[config.mk]
export PLATFORM = sky130hd
export DESIGN_NAME = cache_top
export DESIGN_NICKNAME = d
export VERILOG_FILES = /design/src/logic/cache_pkg.sv /design/src/logic/cache_ctrl.sv /design/src/logic/cache_req_decode.sv /design/src/logic/cache_resp.sv /design/src/logic/cache_top.sv /design/src/logic/cache_way.sv /design/src/logic/cache_word_ram.sv
export SDC_FILE = /design/constraint.sdc
export NUM_CORES = 2
export LEC_CHECK = 0
export BUFFER_PORTS_ARGS = -buffer_cell sky130_fd_sc_hd__buf_2
export CORE_ASPECT_RATIO = 1.25
export CORE_UTILIZATION = 35
export DETAILED_ROUTE_END_ITERATION = 10
export PLACE_DENSITY_LB_ADDON = 0.2
export SYNTH_ARGS = -nofsm -noshare
export SYNTH_HDL_FRONTEND = slang
export SYNTH_MEMORY_MAX_BITS = 65536
export SYNTH_SLANG_ARGS = --single-unit
[constraint.sdc]
create_clock -name clk -period 19.3 [get_ports clk]
set_input_delay 3.86 -clock clk [delete_from_list [all_inputs] [get_ports clk]]
set_output_delay 3.86 -clock clk [all_outputs]
set_load 0.02 [all_outputs]
[src/logic/cache_pkg.sv]
package cache_pkg;

    ////////////////////////////////
    // CPU side data types
    ////////////////////////////////

    // One data word on the CPU port
    typedef logic [31:0] word_t;

    // Byte write mask, bit n enables byte n
    typedef logic [3:0] byte_en_t;

    // Byte address, low two bits are always zero
    typedef logic [31:0] addr_t;

    // Kind of the captured CPU request
    typedef enum logic {
        op_read,
        op_write
    } cache_op_t;

    ////////////////////////////////
    // Statistics
    ////////////////////////////////

    // Hit and miss event counter
    typedef logic [15:0] count_t;

endpackage

[src/logic/cache_ctrl.sv]
`timescale 1ns/1ps

module cache_ctrl
    import cache_pkg::*;
#(
    parameter int INDEX_WIDTH  = 4,
    parameter int OFFSET_WIDTH = 3
) (
    input  logic                                 clk,
    input  logic                                 reset,
    input  logic                                 start,
    input  cache_op_t                            op,
    input  logic [29-INDEX_WIDTH-OFFSET_WIDTH:0] tag,
    input  logic [INDEX_WIDTH-1:0]               index,
    input  logic                                 hit,
    input  logic                                 dirty,
    input  logic [29-INDEX_WIDTH-OFFSET_WIDTH:0] victim_tag,
    input  logic [(32 << OFFSET_WIDTH)-1:0]      line,
    output logic                                 word_we,
    output logic                                 fill_we,
    output logic [(32 << OFFSET_WIDTH)-1:0]      fill_line,
    output logic                                 mem_req,
    output logic                                 mem_write,
    output addr_t                                mem_addr,
    output logic [(32 << OFFSET_WIDTH)-1:0]      mem_wline,
    input  logic [(32 << OFFSET_WIDTH)-1:0]      mem_rline,
    input  logic                                 mem_ack,
    output logic                                 done,
    output logic                                 hit_first
);

    typedef enum logic [2:0] {
        idle,
        lookup,
        wb_req,
        wb_release,
        fill_req,
        fill_release,
        finish
    } state_t;

    state_t state;
    logic   missed;
    addr_t  wb_addr;
    addr_t  fill_addr;

    // Line base addresses with word and byte bits zero
    assign wb_addr   = {victim_tag, index, {OFFSET_WIDTH{1'b0}}, 2'b00};
    assign fill_addr = {tag, index, {OFFSET_WIDTH{1'b0}}, 2'b00};

    //////////////////////////////
    // Main FSM
    //////////////////////////////

    always_ff @(posedge clk) begin
        if (reset) begin
            state  <= idle;
            missed <= 1'b0;
        end else begin
            case (state)
                idle: begin
                    if (start) begin
                        state  <= lookup;
                        missed <= 1'b0;
                    end
                end
                lookup: begin
                    if (hit) begin
                        state <= finish;
                    end else begin
                        missed <= 1'b1;
                        state  <= dirty ? wb_req : fill_req;
                    end
                end
                wb_req: begin
                    if (mem_ack) state <= wb_release;
                end
                wb_release: begin
                    if (!mem_ack) state <= fill_req;
                end
                fill_req: begin
                    if (mem_ack) state <= fill_release;
                end
                fill_release: begin
                    // second lookup is now a hit
                    if (!mem_ack) state <= lookup;
                end
                finish: begin
                    state <= idle;
                end
                default: begin
                    state <= idle;
                end
            endcase
        end
    end

    // Memory request fields stay stable through each handshake
    always_ff @(posedge clk) begin
        if (state == lookup && !hit) begin
            mem_wline <= line;
            mem_addr  <= dirty ? wb_addr : fill_addr;
        end else if (state == wb_release && !mem_ack) begin
            mem_addr <= fill_addr;
        end
    end

    assign mem_req   = (state == wb_req) || (state == fill_req);
    assign mem_write = (state == wb_req) || (state == wb_release);

    // Way write strobes
    assign word_we   = (state == lookup) && hit && (op == op_write);
    assign fill_we   = (state == fill_req) && mem_ack;
    assign fill_line = mem_rline;

    assign done      = (state == finish);
    assign hit_first = !missed;

    // Request and address held until the memory acks
    assert property (@(posedge clk) disable iff (reset)
        (mem_req && !mem_ack) |=> (mem_req && $stable(mem_addr)))
        else $error("memory request changed before mem_ack");

endmodule

[src/logic/cache_req_decode.sv]
`timescale 1ns/1ps

module cache_req_decode
    import cache_pkg::*;
#(
    parameter int INDEX_WIDTH  = 4,
    parameter int OFFSET_WIDTH = 3
) (
    input  logic                     clk,
    input  logic                     reset,
    input  logic                     cpu_req,
    input  logic                     cpu_write,
    input  addr_t                    cpu_addr,
    input  byte_en_t                 cpu_byte_en,
    input  word_t                    cpu_wdata,
    input  logic                     resp_idle,
    output logic                     start,
    output cache_op_t                op,
    output logic [29-INDEX_WIDTH-OFFSET_WIDTH:0] tag,
    output logic [INDEX_WIDTH-1:0]   index,
    output logic [OFFSET_WIDTH-1:0]  word_sel,
    output byte_en_t                 byte_en,
    output word_t                    wdata
);

    localparam int TAG_WIDTH = 30 - INDEX_WIDTH - OFFSET_WIDTH;

    logic busy;
    logic capture;

    // A new request is taken when nothing is in flight, or when the
    // previous one has been fully released
    assign capture = cpu_req && (!busy || resp_idle);

    always_ff @(posedge clk) begin
        if (reset) begin
            busy  <= 1'b0;
            start <= 1'b0;
        end else begin
            start <= capture;
            if (capture) begin
                busy <= 1'b1;
            end else if (resp_idle && !cpu_req) begin
                busy <= 1'b0;
            end
        end
    end

    // Request fields, held until the next capture
    always_ff @(posedge clk) begin
        if (capture) begin
            op       <= cpu_write ? op_write : op_read;
            tag      <= cpu_addr[31 -: TAG_WIDTH];
            index    <= cpu_addr[2 + OFFSET_WIDTH +: INDEX_WIDTH];
            word_sel <= cpu_addr[2 +: OFFSET_WIDTH];
            // reads see the whole word
            byte_en  <= cpu_write ? cpu_byte_en : '1;
            wdata    <= cpu_wdata;
        end
    end

    // CPU only issues word aligned accesses
    assert property (@(posedge clk) disable iff (reset)
        cpu_req |-> (cpu_addr[1:0] == 2'b00))
        else $error("unaligned CPU address %h", cpu_addr);

endmodule

[src/logic/cache_resp.sv]
`timescale 1ns/1ps

module cache_resp
    import cache_pkg::*;
#(
    parameter int OFFSET_WIDTH = 3
) (
    input  logic                            clk,
    input  logic                            reset,
    input  logic                            done,
    input  logic                            hit_first,
    input  logic                            op_write,
    input  logic [OFFSET_WIDTH-1:0]         word_sel,
    input  logic [(32 << OFFSET_WIDTH)-1:0] line,
    input  logic                            cpu_req,
    output word_t                           cpu_rdata,
    output logic                            cpu_ack,
    output logic                            resp_idle,
    output count_t                          hit_count,
    output count_t                          miss_count
);

    logic release_seen;

    // CPU has dropped its request while ack is up
    assign release_seen = cpu_ack && !cpu_req;

    always_ff @(posedge clk) begin
        if (reset) begin
            cpu_ack    <= 1'b0;
            resp_idle  <= 1'b1;
            hit_count  <= '0;
            miss_count <= '0;
        end else begin
            if (done) begin
                cpu_ack <= 1'b1;
                if (hit_first) hit_count <= hit_count + 1'b1;
                else miss_count <= miss_count + 1'b1;
            end else if (release_seen) begin
                cpu_ack <= 1'b0;
            end

            // Idle from the ack drop until the next request is seen
            if (release_seen) resp_idle <= 1'b1;
            else if (cpu_req) resp_idle <= 1'b0;
        end
    end

    // Read data, word picked out of the current line
    always_ff @(posedge clk) begin
        if (done && !op_write) begin
            cpu_rdata <= line[32*word_sel +: 32];
        end
    end

endmodule

[src/logic/cache_top.sv]
`timescale 1ns/1ps

module cache_top
    import cache_pkg::*;
#(
    parameter int INDEX_WIDTH  = 4,
    parameter int OFFSET_WIDTH = 3
) (
    input  logic                            clk,
    input  logic                            reset,
    // CPU port
    input  logic                            cpu_req,
    input  logic                            cpu_write,
    input  addr_t                           cpu_addr,
    input  byte_en_t                        cpu_byte_en,
    input  word_t                           cpu_wdata,
    output word_t                           cpu_rdata,
    output logic                            cpu_ack,
    // Memory port
    output logic                            mem_req,
    output logic                            mem_write,
    output addr_t                           mem_addr,
    output logic [(32 << OFFSET_WIDTH)-1:0] mem_wline,
    input  logic [(32 << OFFSET_WIDTH)-1:0] mem_rline,
    input  logic                            mem_ack,
    // Statistics
    output count_t                          hit_count,
    output count_t                          miss_count
);

    localparam int TAG_WIDTH  = 30 - INDEX_WIDTH - OFFSET_WIDTH;
    localparam int LINE_WIDTH = 32 << OFFSET_WIDTH;

    // Decoded request
    logic                    start;
    cache_op_t               op;
    logic [TAG_WIDTH-1:0]    tag;
    logic [INDEX_WIDTH-1:0]  index;
    logic [OFFSET_WIDTH-1:0] word_sel;
    byte_en_t                byte_en;
    word_t                   wdata;

    // Way status and line data
    logic                    hit;
    logic                    dirty;
    logic [TAG_WIDTH-1:0]    victim_tag;
    logic [LINE_WIDTH-1:0]   line;
    logic [LINE_WIDTH-1:0]   fill_line;
    logic                    word_we;
    logic                    fill_we;

    // Completion
    logic                    done;
    logic                    hit_first;
    logic                    resp_idle;

    cache_req_decode #(
        .INDEX_WIDTH  (INDEX_WIDTH),
        .OFFSET_WIDTH (OFFSET_WIDTH)
    ) i_req_decode (.*);

    cache_way #(
        .INDEX_WIDTH  (INDEX_WIDTH),
        .OFFSET_WIDTH (OFFSET_WIDTH)
    ) i_way (.*);

    cache_ctrl #(
        .INDEX_WIDTH  (INDEX_WIDTH),
        .OFFSET_WIDTH (OFFSET_WIDTH)
    ) i_ctrl (.*);

    cache_resp #(
        .OFFSET_WIDTH (OFFSET_WIDTH)
    ) i_resp (
        .op_write (op == op_write),
        .*
    );

endmodule

[src/logic/cache_way.sv]
`timescale 1ns/1ps

module cache_way
    import cache_pkg::*;
#(
    parameter int INDEX_WIDTH  = 4,
    parameter int OFFSET_WIDTH = 3
) (
    input  logic                                 clk,
    input  logic                                 reset,
    input  logic [INDEX_WIDTH-1:0]               index,
    input  logic [29-INDEX_WIDTH-OFFSET_WIDTH:0] tag,
    input  logic [OFFSET_WIDTH-1:0]              word_sel,
    input  byte_en_t                             byte_en,
    input  word_t                                wdata,
    input  logic                                 word_we,
    input  logic                                 fill_we,
    input  logic [(32 << OFFSET_WIDTH)-1:0]      fill_line,
    output logic                                 hit,
    output logic                                 dirty,
    output logic [29-INDEX_WIDTH-OFFSET_WIDTH:0] victim_tag,
    output logic [(32 << OFFSET_WIDTH)-1:0]      line
);

    localparam int TAG_WIDTH = 30 - INDEX_WIDTH - OFFSET_WIDTH;
    localparam int DEPTH     = 1 << INDEX_WIDTH;
    localparam int WORDS     = 1 << OFFSET_WIDTH;

    logic [TAG_WIDTH-1:0] tag_mem [DEPTH];
    logic [DEPTH-1:0]     valid_bits;
    logic [DEPTH-1:0]     dirty_bits;
    byte_en_t             col_mask;

    //////////////////////////////
    // Line state
    //////////////////////////////

    always_ff @(posedge clk) begin
        if (reset) begin
            valid_bits <= '0;
        end else if (fill_we) begin
            valid_bits[index] <= 1'b1;
        end
    end

    // Dirty is only looked at together with valid
    always_ff @(posedge clk) begin
        if (fill_we) begin
            tag_mem[index]    <= tag;
            dirty_bits[index] <= 1'b0;
        end else if (word_we) begin
            dirty_bits[index] <= 1'b1;
        end
    end

    assign victim_tag = tag_mem[index];
    assign hit        = valid_bits[index] && (tag_mem[index] == tag);
    assign dirty      = valid_bits[index] && dirty_bits[index];

    //////////////////////////////
    // Word columns
    //////////////////////////////

    // refill always writes whole words
    assign col_mask = fill_we ? '1 : byte_en;

    for (genvar g = 0; g < WORDS; g++) begin : g_col
        logic  col_we;
        word_t col_wdata;

        assign col_we    = fill_we || (word_we && (word_sel == OFFSET_WIDTH'(g)));
        assign col_wdata = fill_we ? fill_line[32*g +: 32] : wdata;

        cache_word_ram #(
            .INDEX_WIDTH (INDEX_WIDTH)
        ) i_word_ram (
            .clk     (clk),
            .we      (col_we),
            .byte_en (col_mask),
            .addr    (index),
            .wdata   (col_wdata),
            .rdata   (line[32*g +: 32])
        );
    end

    // Controller never writes a word and a line at once,
    // and a word write needs a matching line
    assert property (@(posedge clk) disable iff (reset)
        !(word_we && fill_we))
        else $error("word write and line fill in the same cycle");

    assert property (@(posedge clk) disable iff (reset)
        word_we |-> hit)
        else $error("word write without a hit");

endmodule

[src/logic/cache_word_ram.sv]
`timescale 1ns/1ps

module cache_word_ram
    import cache_pkg::*;
#(
    parameter int INDEX_WIDTH = 4
) (
    input  logic                   clk,
    input  logic                   we,
    input  byte_en_t               byte_en,
    input  logic [INDEX_WIDTH-1:0] addr,
    input  word_t                  wdata,
    output word_t                  rdata
);

    localparam int DEPTH = 1 << INDEX_WIDTH;

    word_t mem [DEPTH];

    // One byte lane per mask bit
    always_ff @(posedge clk) begin
        if (we) begin
            for (int b = 0; b < 4; b++) begin
                if (byte_en[b]) begin
                    mem[addr][8*b +: 8] <= wdata[8*b +: 8];
                end
            end
        end
    end

    // Asynchronous read for single cycle lookup
    assign rdata = mem[addr];

endmodule

* Yosys cells after proc, flatten, opt, wreduce, memory -nomap -nowiden *
Memory sizes are Yosys's and may differ from the RTL's. A register that Yosys moved wholly into a read port is not among the register bits.
Index checks and enable logic that the tools add are counted.

word-level totals
  register bits after elaboration = 459
  bits in writable memories = 4,464
  input port bits = 329
  output and inout bits = 355
  logic and storage cells = 221
  memories kept = 9

memories
  memory                         depth  bits a word  read ports  clocked after memory_dff  wr ports  RTL line              source
  i_way.g_col[0].i_word_ram.mem  16     32           1           1                         1         cache_word_ram.sv:18  word_t mem [DEPTH];
  i_way.g_col[1].i_word_ram.mem  16     32           1           1                         1         cache_word_ram.sv:18
  i_way.g_col[2].i_word_ram.mem  16     32           1           1                         1         cache_word_ram.sv:18
  i_way.g_col[3].i_word_ram.mem  16     32           1           1                         1         cache_word_ram.sv:18
  i_way.g_col[4].i_word_ram.mem  16     32           1           1                         1         cache_word_ram.sv:18
  i_way.g_col[5].i_word_ram.mem  16     32           1           1                         1         cache_word_ram.sv:18
  +3 memories                    --     --           --          --                        --        --

cells by class
  $add $sub $neg = 2
  order comparisons = 2
  equality and inequality tests = 20
  shifts and indexed selects = 1
  mux-type cells = 115
  bitwise logic cells = 5
  reduce and logical (&&, ||, !) cells = 48

operator list
  operator                                                                number
  32-bit two-way mux                                                      11
  256-bit by 9-bit variable part select with 32-bit output                1
  1-bit two-way mux                                                       80
  4-bit two-way mux                                                       10
  16-bit by 1-bit adder with 16-bit output (second input constant)        2
  16-bit two-way mux                                                      2
  16-bit bitwise OR                                                       2
  23-bit equality test                                                    1
  3-bit equality test (second input constant)                             7
  3-bit two-way mux                                                       7
  1-bit logical AND                                                       20
  3-bit one-hot mux with 6 select lines                                   1
  16-bit AND                                                              1
  16-bit NOT                                                              1
  3-bit by 2-bit equality test with 1-bit output (second input constant)  4
  2-bit != test (second input constant)                                   6
  1-bit logical OR                                                        11
  2-bit nonzero test                                                      5
  1-bit binary-select mux with 4-bit select                               2
  3-bit by 1-bit equality test with 1-bit output (second input constant)  2
  3-bit logical NOT                                                       2
  1-bit logical NOT                                                       5
  4-bit by 5-bit < comparator with 1-bit output (second input constant)   1
  5-bit AND reduction                                                     1
  7 further kinds                                                         8

* Logic depth before layout (Yosys ltp) *
  depth in word-level cells = 9
  gate-level depth with buffers = 17
  mapped depth without buffers = 9

* Hierarchy *
Synthesis repeated with hierarchy kept, for this count alone.

unflattened totals
  cell total of the unflattened synthesis = 9,413
  area, all modules = 191,897.8 um^2

modules (own cells, without submodules)
  module            instances  cells an instance  area an instance (um^2)  seq. area each (um^2)
  cache_word_ram    8          878                19,488.7                 15,374.7
  cache_way         1          1,378              18,337.6                 11,851.4
  cache_ctrl        1          613                11,118.2                 8,578.2
  cache_resp        1          320                4,414.2                  1,641.6
  cache_req_decode  1          78                 2,118.3                  2,052.0

* Worst setup path after synthesis *
Ideal clock, no wire load.

  path type = flip-flop to flip-flop
  start point = reg with a tool-made name
  end point = reg i_ctrl.mem_wline[0] (enable)
  library setup time = 877 ps
  arrival time = 12,841 ps
  data required time = 18,423 ps
  path slack = 5,582 ps
  cell stages (with the launch flop) = 13
  buffers on the path = 4
  clock period less this slack = 13,718 ps
  cells stage by stage = dfxtp_1 > buf_2 > buf_2 > buf_1 > buf_1 > nand2_1 > a31oi_1 > xor2_1 > a2111oi_0 > nand3_1 > or4_1 > nor4_2 > nor2_1

RTL lines
  what                  RTL line           source
  end signal, assigned  cache_ctrl.sv:101  mem_wline <= line;
  end, declared         cache_ctrl.sv:25   output logic [(32 << OFFSET_WIDTH)-1:0] mem_wline,

==> impl_results.md <==
* Outcome: finished with violations
* Failing checks: slew limit
* Worst Reg-to-Reg Cells at 12
* Synthesized area per cell at 21.6 um2
* Fin nets at 10000
* First-pass GRT wire length at 816 mm
* Worst-Margin Slew at 1.66 ns
* Met1 Use GR at 27.3%
* Sw Ratio at 23.6%
* P_sw at approximately 0.0056 W
* Fin crit period at ~8.6 ns
* Setup WS pre-CTS at 11.42 ns
* DRC at 0
* Busiest layer in global routing: met2
* Hold depth at 1
* Hold WS at approximately 0.47 ns
* Peak supply drop at 0.0919 mV
* Setup CP Type: reg -> reg
* Initial Utilization at about a third
* Global Route Usage Sum at around 22%
* DRT iter0 DRCs at 10400
* CP cell instances: buf_4 > buf_4 > mux4_2 > xnor2_1 > nor2_1 > or3_1 > or3_1 > or4_1 > nor4_4 > o21ai_4 > buf_12 > nor2_1
* Crit path max-delay cell type: nor2_1
* Commonest non-fill, non-tap cells in the layout: edfxtp_1, mux4_2, nand2_1
* Hold Path Origin: i_way.valid_bits[11]
* CP required at around 20 ns
* Maximum clock path buffer count at 4
* Max-slew violation count at 44
* FF-to-FF End: i_way.g_col[6].i_word_ram.mem[2][25]
* Hold Path Class: reg -> reg
* Largest net degree at the start of global routing at 131
* GR Util met2 at 36.9%
* First-pass detailed-route iteration total at 6
* Number of global-route vias before repair at 96700
* Crit-path max FO at 128
* Synth async-reset ratio at 0%
* Leakage at 68.3 nW
* Rel. slew slack at -10.5%
* I/O Buffers at between 600 and 700
* Hpwl dp at between 400 and 500 mm
* Gpl congestion at roughly 0.83
* Clk pwr share at between 40 and 50%
* Flop pwr share at 51.1%
* CTS resizes at 0
* Clock Sinks at just under 5000
* Final worst setup slack at 10.65 ns
* Vias/cell at 5.46
* Hold Buf Count CTS at 0
* Crit share post-route at ~45%
* Grt met3 use at 4.58%
* Cell Int Power at 0.0179 W
* WP data arrival at 9.30 ns
* Syn Std Cell Area at 190000 um2
* WL final at 608 mm
* Top-area cell type share of the netlist area at 76.7%
* Setup Viol. Count Final at 0
* Core ar. at 541000 um2
* CTS Buf Count at 480
* Share of cells above drive strength 1 at ~30%
* Worst setup SP type: flop
* Initial antenna violation count at 72
* IO Count at 684
* Number of synthesized flops with an enable pin at 4862
* Max-cap violations at 0
* Synth area leader: edfxtp_1
* GR Overflow Total at 0
* R2R Setup Slk at 10.65 ns
* Synth Warn # at 0
* Antenna Violating Nets Remaining at 0
* Die area at 547000 um2
* Max H-tree Level at 5
* Setup TNS at 0 ns
* Row count at 302
* Synth Flop Type: edfxtp_1
* Crit path capture type: flop
* Yosys cell types at 69
* Clk_skew at 0.131 ns
* Syn-to-layout area delta at 14.6%
* Synth top area cells: edfxtp_1, mux4_2, nand2_1
* Die extent in x at 662 um
* CTS tree: yes
* Commonest non-fill, non-tap cell in the layout: edfxtp_1
* Sequential share of the synthesized area at 77.3%
* RSZ-0062 raised after global routing: no
* DP Cell Count at 16300
* Max Clk Rate at 0.116 GHz
* Synthesis-stage register bit count at 4922
* Vias at 94500
* Combinational group share of total power at 8.6%
* Die Y at around 830 um
* Worst min-delay path endpoint: i_way.valid_bits[11]
* Synth Instances at 8823
* Clk pin slew, worst setup/hold paths at 0.06 ns
* Clock Latency Late Sink at 1.09 ns
* Final hold violation count at 0
* Non-Filler Instances at 17300
* PwrDens at 108 nW/um2
* Root Buffer: clkbuf_16
* Post-CTS setup buffer count at 0
* Avg WL per Cell at 35.1 um
* Slowest cell delay on critical path at 1.44 ns
-- flip-flops by register name (all words and copies together), names as in the netlist, 16 cells and up, named ones only --
signal,count
i_ctrl.mem_addr,27
i_resp.hit_count,16
i_req_decode.wdata,32
i_req_decode.tag,23
i_ctrl.mem_wline,256
i_way.g_col.i_word_ram.mem,4096
i_resp.miss_count,16
i_way.valid_bits,16
i_resp.cpu_rdata,32
i_way.tag_mem,368
-- worst max path at each step --
stage	start	slack (ns)	end	cells past startpoint
final	flop	10.65	i_way.g_col[6].i_word_ram.mem[2][25]	12
after global routing	flop	10.73	i_way.g_col[6].i_word_ram.mem[3][25]	12
after CTS	flop	11.28	i_way.g_col[0].i_word_ram.mem[14][12]	12
after detailed placement	flop	11.42	i_way.g_col[0].i_word_ram.mem[14][14]	12
after global placement	flop	11.57	i_way.g_col[5].i_word_ram.mem[12][7]	12
after floorplan	flop	5.58	i_ctrl.mem_wline[0]	12
-- worst max-delay path: cells and delay by family, from the launching register on --
kind | cells | cell delay [ns]
mux | 1 | 0.64
buf+inv | 3 | 1.78
flops | 1 | 0.87
compound gates | 1 | 0.08
simple gates | 6 | 3.81
xor+xnor | 1 | 0.26
-- metal layers --
metal,wire [um],up-vias
met3,49200,872
met4,28000,4
met1,227000,51200
met5,27,-
li1,-,38200
met2,303000,4185
-- power by group through the flow --
stage	Clock (W)	Combinational, W	Sequential [W]
6_report	0.00946	0.00202	0.0120
3_3_place_gp	0	0.00201	0.0122
5_1_grt	0.00997	0.00209	0.0120
3_5_place_dp	0	0.00204	0.0122
4_1_cts	0.00961	0.00205	0.0120
2_1_floorplan	0	0.00106	0.0122
-- cells by family (layout without fill, tap and decap cells) --
kind of cell	after synthesis	in the layout	share of synthesized area (%)
compound gates	217	217	0.796
xor+xnor	46	46	0.212
fa+ha+maj	2	2	0.0131
buf+inv	501	1766	1.19
flops	4922	4922	77.3
mux	1522	1522	17.2
other cells	1	64	0.00197
simple gates	1612	1612	3.35
-- through the flow --
stage	cell area, um2	power (W)	utilization [%]
floorplan	190000	0.0133	-
global placement	202000	0.0142	37.4
detailed placement	202000	0.0143	37.4
CTS	218000	0.0237	40.3
global route	218000	0.0241	40.3
finish	218000	0.0235	40.3
-- synth_stat cells, drive strengths merged (20+ instances only) --
library cell  instances
a21oi                40
nand2               869
mux2i                75
dfxtp                60
o21ai                30
nand2b               24
xnor2                20
nor2                610
edfxtp             4862
mux4               1386
a22oi                31
xor2                 26
clkbuf              248
buf                 236
mux2                 61
-- final cells by class --
class / count / area [um2]
sequential: 4922 / 147000
clock buffer: 577 / 12600
timing repair buffer: 856 / 4920
fill: 47900 / 323000
tap: 7144 / 8940
clock inverter: 316 / 3120
antenna: 59 / 148
multi-input combinational: 3404 / 41300
inverter: 17 / 81.3
(Power assumes the default switching activity.)
